===== src/hdl/nabp_pkg.sv =====
package nabp_pkg;

    // projection line geometry
    localparam int line_size = 32;
    localparam int s_width = 5;

    // sample widths
    localparam int raw_width = 16;
    localparam int filtered_width = 16;

    typedef logic [raw_width-1:0] raw_t;
    typedef logic signed [filtered_width-1:0] filtered_t;
    typedef logic [s_width-1:0] s_t;

    // ramp filter
    localparam int fir_order = 4;
    localparam int tap_width = 4;

    typedef logic signed [tap_width-1:0] tap_t;

    // weights for offsets -2 to +2 around the centre sample
    localparam tap_t fir_taps [fir_order + 1] = '{
        tap_t'(-1),
        tap_t'(-2),
        tap_t'(6),
        tap_t'(-2),
        tap_t'(-1)
    };

    // accumulator wide enough for the full five-tap sum
    localparam int acc_width = raw_width + tap_width + 4;

    // registered read of the line buffer
    localparam int ram_latency = 1;

    // cycles spent priming the filter before the first write
    localparam int fill_lead = fir_order / 2 + ram_latency;

    typedef enum logic [1:0] {
        ready,
        delay,
        fill
    } fill_state_t;

endpackage


===== src/hdl/dual_port_ram.sv =====
module dual_port_ram #(
    parameter type word_t = nabp_pkg::raw_t
) (
    input  logic         clk,
    // read-write port
    input  logic         we_0,
    input  nabp_pkg::s_t addr_0,
    input  word_t        data_in_0,
    output word_t        data_out_0,
    // read-only port
    input  nabp_pkg::s_t addr_1,
    output word_t        data_out_1
);

    // one projection line of words
    word_t mem [nabp_pkg::line_size];

    always_ff @(posedge clk)
    begin
        if (we_0)
        begin
            mem[addr_0] <= data_in_0;
        end
    end

    // both read ports registered, old data on a port 0 write
    always_ff @(posedge clk)
    begin
        data_out_0 <= mem[addr_0];
    end

    always_ff @(posedge clk)
    begin
        data_out_1 <= mem[addr_1];
    end

endmodule


===== src/hdl/ramp_filter.sv =====
module ramp_filter (
    input  logic                clk,
    input  logic                reset_n,
    input  logic                clear,
    input  nabp_pkg::raw_t      sample_in,
    output nabp_pkg::filtered_t sample_out
);

    // earlier samples, history[0] is the most recent one
    nabp_pkg::raw_t history [nabp_pkg::fir_order];

    // current sample plus history, window[k] sits at offset +2-k
    nabp_pkg::raw_t window [nabp_pkg::fir_order + 1];

    logic signed [nabp_pkg::acc_width-1:0] acc;

    // flush held one cycle longer, the line buffer still returns
    // the word addressed during the clear
    logic clear_q;

    always_ff @(posedge clk)
    begin
        if (!reset_n)
            clear_q <= 1'b1;
        else
            clear_q <= clear;
    end

    always_ff @(posedge clk)
    begin
        if (!reset_n || clear || clear_q)
        begin
            for (int k = 0; k < nabp_pkg::fir_order; k++)
                history[k] <= '0;
        end
        else
        begin
            history[0] <= sample_in;
            for (int k = 1; k < nabp_pkg::fir_order; k++)
                history[k] <= history[k-1];
        end
    end

    always_comb
    begin
        window[0] = sample_in;
        for (int k = 1; k <= nabp_pkg::fir_order; k++)
            window[k] = history[k-1];
    end

    // raw samples are unsigned, zero-extend before the signed product
    always_comb
    begin
        acc = '0;
        for (int k = 0; k <= nabp_pkg::fir_order; k++)
        begin
            acc = acc + nabp_pkg::fir_taps[nabp_pkg::fir_order - k]
                      * $signed({1'b0, window[k]});
        end
    end

    // truncate to the filtered sample width
    assign sample_out = acc[nabp_pkg::filtered_width-1:0];

endmodule


===== src/hdl/filtered_ram_fill.sv =====
module filtered_ram_fill (
    input  logic                clk,
    input  logic                reset_n,
    input  logic                fill_kick,
    input  nabp_pkg::filtered_t hs_val,
    input  nabp_pkg::s_t        pr0_s,
    input  nabp_pkg::s_t        pr1_s,
    output logic                fill_done,
    output nabp_pkg::s_t        hs_s,
    output logic                filter_clear,
    output logic                busy,
    output nabp_pkg::filtered_t pr0_val,
    output nabp_pkg::filtered_t pr1_val
);

    localparam nabp_pkg::s_t last_s = nabp_pkg::s_t'(nabp_pkg::line_size - 1);
    localparam nabp_pkg::s_t lead_s = nabp_pkg::s_t'(nabp_pkg::fill_lead - 1);

    nabp_pkg::fill_state_t state;
    nabp_pkg::fill_state_t next_state;

    nabp_pkg::s_t read_itr;
    nabp_pkg::s_t write_itr;
    nabp_pkg::s_t addr_0;

    logic delay_done;
    logic last_write;
    logic write_enable;

    always_ff @(posedge clk)
    begin
        if (!reset_n)
            state <= nabp_pkg::ready;
        else
            state <= next_state;
    end

    assign delay_done = (read_itr == lead_s);
    assign last_write = (write_itr == last_s);

    always_comb
    begin
        next_state = state;
        case (state)
            nabp_pkg::ready:
                if (fill_kick)
                    next_state = nabp_pkg::delay;
            nabp_pkg::delay:
                if (delay_done)
                    next_state = nabp_pkg::fill;
            nabp_pkg::fill:
                if (last_write)
                    next_state = nabp_pkg::ready;
            default:
                next_state = nabp_pkg::ready;
        endcase
    end

    // read side runs fill_lead words ahead of the write side
    always_ff @(posedge clk)
    begin
        if (!reset_n || state == nabp_pkg::ready)
        begin
            read_itr <= '0;
            write_itr <= '0;
        end
        else if (state == nabp_pkg::delay)
        begin
            read_itr <= read_itr + 1'b1;
        end
        else if (!last_write)
        begin
            write_itr <= write_itr + 1'b1;
            // stop at the last sample so the tail repeats it
            if (read_itr != last_s)
                read_itr <= read_itr + 1'b1;
        end
    end

    assign write_enable = (state == nabp_pkg::fill);
    assign fill_done = write_enable && (next_state == nabp_pkg::ready);
    assign hs_s = read_itr;
    assign filter_clear = (state == nabp_pkg::ready);
    assign busy = (state != nabp_pkg::ready);

    // writer owns port 0 for the whole fill
    assign addr_0 = busy ? write_itr : pr0_s;

    dual_port_ram #(
        .word_t(nabp_pkg::filtered_t)
    ) u_filtered_ram (
        .clk        (clk),
        .we_0       (write_enable),
        .addr_0     (addr_0),
        .data_in_0  (hs_val),
        .data_out_0 (pr0_val),
        .addr_1     (pr1_s),
        .data_out_1 (pr1_val)
    );

endmodule


===== src/hdl/filtered_ram_swap.sv =====
module filtered_ram_swap (
    input  logic                clk,
    input  logic                reset_n,
    input  logic                fill_kick,
    input  logic                swap,
    input  nabp_pkg::filtered_t hs_val,
    input  nabp_pkg::s_t        pr0_s,
    input  nabp_pkg::s_t        pr1_s,
    output logic                fill_done,
    output nabp_pkg::s_t        hs_s,
    output logic                filter_clear,
    output nabp_pkg::filtered_t pr0_val,
    output nabp_pkg::filtered_t pr1_val
);

    // bank_sel names the fill bank, the other one is read
    logic bank_sel;
    logic read_sel_q;

    logic [1:0] bank_kick;
    logic [1:0] bank_done;
    logic [1:0] bank_clear;
    logic [1:0] bank_busy;

    nabp_pkg::s_t bank_hs_s [2];
    nabp_pkg::filtered_t bank_pr0_val [2];
    nabp_pkg::filtered_t bank_pr1_val [2];

    // no swap while a fill runs or is being started
    always_ff @(posedge clk)
    begin
        if (!reset_n)
            bank_sel <= 1'b0;
        else if (swap && bank_busy == 2'b00 && !fill_kick)
            bank_sel <= ~bank_sel;
    end

    // follows the reader address by one cycle
    always_ff @(posedge clk)
    begin
        if (!reset_n)
            read_sel_q <= 1'b1;
        else
            read_sel_q <= ~bank_sel;
    end

    for (genvar b = 0; b < 2; b++)
    begin : g_bank
        assign bank_kick[b] = fill_kick && (bank_sel == 1'(b));

        filtered_ram_fill u_fill (
            .clk          (clk),
            .reset_n      (reset_n),
            .fill_kick    (bank_kick[b]),
            .hs_val       (hs_val),
            .pr0_s        (pr0_s),
            .pr1_s        (pr1_s),
            .fill_done    (bank_done[b]),
            .hs_s         (bank_hs_s[b]),
            .filter_clear (bank_clear[b]),
            .busy         (bank_busy[b]),
            .pr0_val      (bank_pr0_val[b]),
            .pr1_val      (bank_pr1_val[b])
        );
    end

    // fill side
    assign hs_s = bank_hs_s[bank_sel];
    assign filter_clear = bank_clear[bank_sel];
    assign fill_done = bank_done[bank_sel];

    // read side
    assign pr0_val = bank_pr0_val[read_sel_q];
    assign pr1_val = bank_pr1_val[read_sel_q];

endmodule


===== src/hdl/filter_subsystem_top.sv =====
module filter_subsystem_top (
    input  logic                clk,
    input  logic                reset_n,
    // raw line load
    input  logic                load_en,
    input  nabp_pkg::s_t        load_addr,
    input  nabp_pkg::raw_t      load_data,
    // fill control
    input  logic                fill_kick,
    input  logic                swap,
    output logic                fill_done,
    // processing readers
    input  nabp_pkg::s_t        pr0_s,
    input  nabp_pkg::s_t        pr1_s,
    output nabp_pkg::filtered_t pr0_val,
    output nabp_pkg::filtered_t pr1_val
);

    nabp_pkg::s_t hs_s;
    nabp_pkg::raw_t sample_in;
    nabp_pkg::filtered_t hs_val;
    logic filter_clear;

    // raw line buffer, host writes on port 0, fill reads on port 1
    dual_port_ram #(
        .word_t(nabp_pkg::raw_t)
    ) u_line_buffer (
        .clk        (clk),
        .we_0       (load_en),
        .addr_0     (load_addr),
        .data_in_0  (load_data),
        .data_out_0 (),
        .addr_1     (hs_s),
        .data_out_1 (sample_in)
    );

    ramp_filter u_ramp_filter (
        .clk        (clk),
        .reset_n    (reset_n),
        .clear      (filter_clear),
        .sample_in  (sample_in),
        .sample_out (hs_val)
    );

    filtered_ram_swap u_banks (
        .clk          (clk),
        .reset_n      (reset_n),
        .fill_kick    (fill_kick),
        .swap         (swap),
        .hs_val       (hs_val),
        .pr0_s        (pr0_s),
        .pr1_s        (pr1_s),
        .fill_done    (fill_done),
        .hs_s         (hs_s),
        .filter_clear (filter_clear),
        .pr0_val      (pr0_val),
        .pr1_val      (pr1_val)
    );

endmodule


===== config.mk =====
export PLATFORM = sky130hd
export DESIGN_NAME = filter_subsystem_top
export DESIGN_NICKNAME = d
export VERILOG_FILES = /design/src/hdl/nabp_pkg.sv /design/src/hdl/dual_port_ram.sv /design/src/hdl/ramp_filter.sv /design/src/hdl/filtered_ram_fill.sv /design/src/hdl/filtered_ram_swap.sv /design/src/hdl/filter_subsystem_top.sv
export SDC_FILE = /design/constraint.sdc
export NUM_CORES = 2
export LEC_CHECK = 0
export ABC_CLOCK_PERIOD_IN_PS = 9100
export BUFFER_PORTS_ARGS = -buffer_cell sky130_fd_sc_hd__buf_2
export CAP_MARGIN = 20
export CORE_MARGIN = 2
export CORE_UTILIZATION = 45
export CTS_CLUSTER_SIZE = 20
export DETAILED_ROUTE_END_ITERATION = 12
export PLACE_DENSITY_LB_ADDON = 0.25
export SYNTH_ARGS = -nofsm -noshare
export SYNTH_HDL_FRONTEND = slang
export SYNTH_HIERARCHICAL = 1
export SYNTH_SLANG_ARGS = --single-unit

===== constraint.sdc =====
create_clock -name clk -period 9.1 [get_ports clk]
set_input_delay 2.275 -clock clk [delete_from_list [all_inputs] [get_ports clk]]
set_output_delay 2.275 -clock clk [all_outputs]
set_load 0.005 [all_outputs]

==> results.md <==
Critical path:
- STA classifies the critical path startpoint as a flop.
- The depth of the worst register-to-register path is 19.
- The required time reported for the critical path endpoint is 9.61 ns.
- The critical path is of the flop to flop type.
- The origin of the worst setup path is u_ramp_filter/history[1][1]$_SDFF_PP0_.
- For the worst setup path, the data arrival time is 6.35 ns.
- Across all register-to-register paths, the minimum setup slack is 3.26 ns.
- The worst setup path is captured at a flop.
- The peak fanout along the critical path is 64.
- The worst register-to-register path begins at u_ramp_filter/history[1][1]$_SDFF_PP0_.

STA:
- Headroom to the max-slew limit came out at 18.55%.
- At the pin with the least slew margin, the transition time is 1.222 ns.
- The routed design could run at a clock period as short as 5.835 ns.
- The count of final hold-check violations was 0.
- The final clock skew is 0.05751 ns.
- Of the available clock period, the critical path in the final layout requires 64.12%.
- Setup violations remaining at the end of the flow were counted as 0.
- The count of pins over their slew limit is 0.
- The highest clock rate is 171.4 MHz.
- Setup repair after global routing left no endpoint under its margin.
- For the final routed database, the setup TNS stands at 0 ns.

Global route:
- The global-route wire length before repair is 308.5 mm.
- The number of global-route vias before repair came to 43688.
- The largest net degree at the start of global routing is 139.
- Global routing consumed, over all layers together, 24.57% of the routing resources.
- The initial antenna violation count was 7.
- The overflow left after global routing is 0.

Clock tree:
- Post-CTS timing repair inserted 0 buffers for setup.
- The number of buffers added by the clock tree synthesis step is 180.
- TritonCTS built the clock tree.
- The clock insertion delay at the later pin of the skew report is 0.83 ns.
- The clock-pin slew on the worst setup and hold paths is 0.06 ns.
- The longest clock path from root to sink contains 3 buffers.
- The number of gates resized after CTS was 0.
- The hold buffer count at CTS is 0.
- Clock tree synthesis found a total of 1707 sinks.
- Clock tree synthesis selected as its root buffer the cell clkbuf_16.
- The number of levels in the clock H-tree is 4.

Logic synthesis:
- After synthesis the cells add up to 75860 µm².
- The number of instances in the synthesized netlist is 4666.
- The average instance in the mapped netlist occupies 16.26 µm².
- For this run, the number of Yosys warnings is 6.
- Counting every net in the synthesized netlist gives 4788.

Worst hold path:
- In this run the most critical hold path is launched from u_ramp_filter/history[2][15]$_SDFF_PP0_.
- The min-delay analysis places its worst path in the category flop to flop.
- Counting instances, the worst hold path has a depth of 1.

Final layout:
- The final-stage net count is 4889.
- In the layout the commonest cells are edfxtp_1, mux2i_1, a22oi_1, mux4_2, clkbuf_16.
- From synthesis to final layout, the design area changed by 12.18%.
- The most common cell after layout, fill and taps aside is edfxtp_1.
- The fraction of layout instances using a drive strength above 1 is 18.36%.
- The number of fillers in the final layout is 13613.

Drt:
- The remaining design rule violation count is 0.
- The number of routed nets with antenna violations is 0.
- The DRC violation total after the first TritonRoute iteration is 5284.
- The via density per instance is 6.187.
- The first-pass detailed-route iteration total is 6.
- The final wirelength is 214.5 mm.
- The number of vias in the routed layout is 44105.
- After detailed routing, the average wire length per cell comes to 30.09 µm.

Placement:
- Buffers placed on the I/O ports in this run total 68.
- Detailed placement finished with a half-perimeter wire length of 128.6 mm.
- The global placement routability congestion is 0.8626.

Floorplanning:
- The core area is 167200 µm².
- The initial utilization of the core area, before any placement, comes to 45.36%.
- In this run the horizontal extent of the chip is 414.6 µm.
- The floorplan step set the die height to 414.6 µm.
- The I/O pin count is 69.
- The die area is 171900 µm².
- The floorplan row count is 150.

Power and ir drop:
- The static leakage is 0.02901 µW.
- For this design the ratio of total power to cell area is 227.9 nW/µm².
- Total power for the finished layout comes to 19400 µW.
- VDD sags by at most 222.8 µV.

Job:
- The tool flagged a number of max-cap violations equal to 0.

Status:
- The run finished with clean final reports.
worst paths after layout:
check / to
max: u_banks/g_bank[0].u_fill/u_filtered_ram/mem[7][15]$_DFFE_PP_
min: u_ramp_filter/history[3][15]$_SDFF_PP0_
max reg2reg: u_banks/g_bank[0].u_fill/u_filtered_ram/mem[7][15]$_DFFE_PP_
min reg2reg: u_ramp_filter/history[3][15]$_SDFF_PP0_
sequential cells by signal, summed over array words and instances (netlist names):
signal	flops
u_banks/g_bank.u_fill/state	4
u_banks/read_sel_q	1
u_line_buffer/data_out_1	16
u_banks/g_bank.u_fill/u_filtered_ram/data_out_0	32
u_banks/g_bank.u_fill/u_filtered_ram/data_out_1	32
u_line_buffer/mem	512
u_banks/g_bank.u_fill/u_filtered_ram/mem	1024
u_banks/bank_sel	1
u_banks/g_bank.u_fill/write_itr	10
u_ramp_filter/clear_q	1
u_ramp_filter/history	64
u_banks/g_bank.u_fill/hs_s	10
layout make-up:
class	count	area [µm²]	area share (%)
sequential	1707	49550	58.22
clock buffer	262	5124	6.021
antenna	1	2.502	0.002940
tap	2204	2758	3.240
inverter	71	266.5	0.3132
clock inverter	77	918.4	1.079
timing repair buffer	238	1725	2.027
multi-input combinational	2569	24760	29.09
power breakdown:
part / internal, µW / leakage [µW] / total (µW) / switching (µW)
sequential: 9490 / 0.0152 / 9560 / 77.1
clock: 4280 / 0.00292 / 7400 / 3120
combinational: 668 / 0.0109 / 2440 / 1770
metal layers:
| layer | vias to the layer above | GRT usage, % | part of all wire (%) |
|---|---|---|---|
| met1 | 22807 | 32.96 | 40 |
| met2 | 2091 | 39.91 | 48 |
| met3 | 371 | 4.709 | 8.6 |
| met5 | - | 0 | 0.017 |
| li1 | 18832 | - | - |
| met4 | 4 | 9.015 | 3.8 |
critical path, stage by stage, from the launching register on:
cell and delay, ns:
dfxtp_1 0.35, ha_1 0.22, fa_1 0.40, a21o_1 0.17, a21oi_1 0.22, o21bai_1 0.13
a211oi_1 0.37, nor2_1 0.10, a21oi_1 0.19, xnor2_1 0.11, fa_1 0.56, fa_1 0.41
ha_1 0.46, a21oi_1 0.12, o21ai_0 0.22, nor3_1 0.08, a21oi_1 0.16, xnor3_1 0.45
xnor2_2 0.18, buf_4 0.57
metrics by stage:
step	area [µm²]	utilization (%)	hold WS, ns	worst slack, ns	std cells
3_5_place_dp	79010	47.25	0.4162	3.308	6787
5_1_grt	85100	50.89	0.4428	2.921	7129
2_1_floorplan	75860	-	0.4057	0.2787	4666
3_3_place_gp	78950	47.21	0.4111	3.335	6783
4_1_cts	85050	50.86	0.4308	3.278	7126
6_report	85100	50.89	0.4253	3.265	7129
Power figures use the tool's default switching activity.
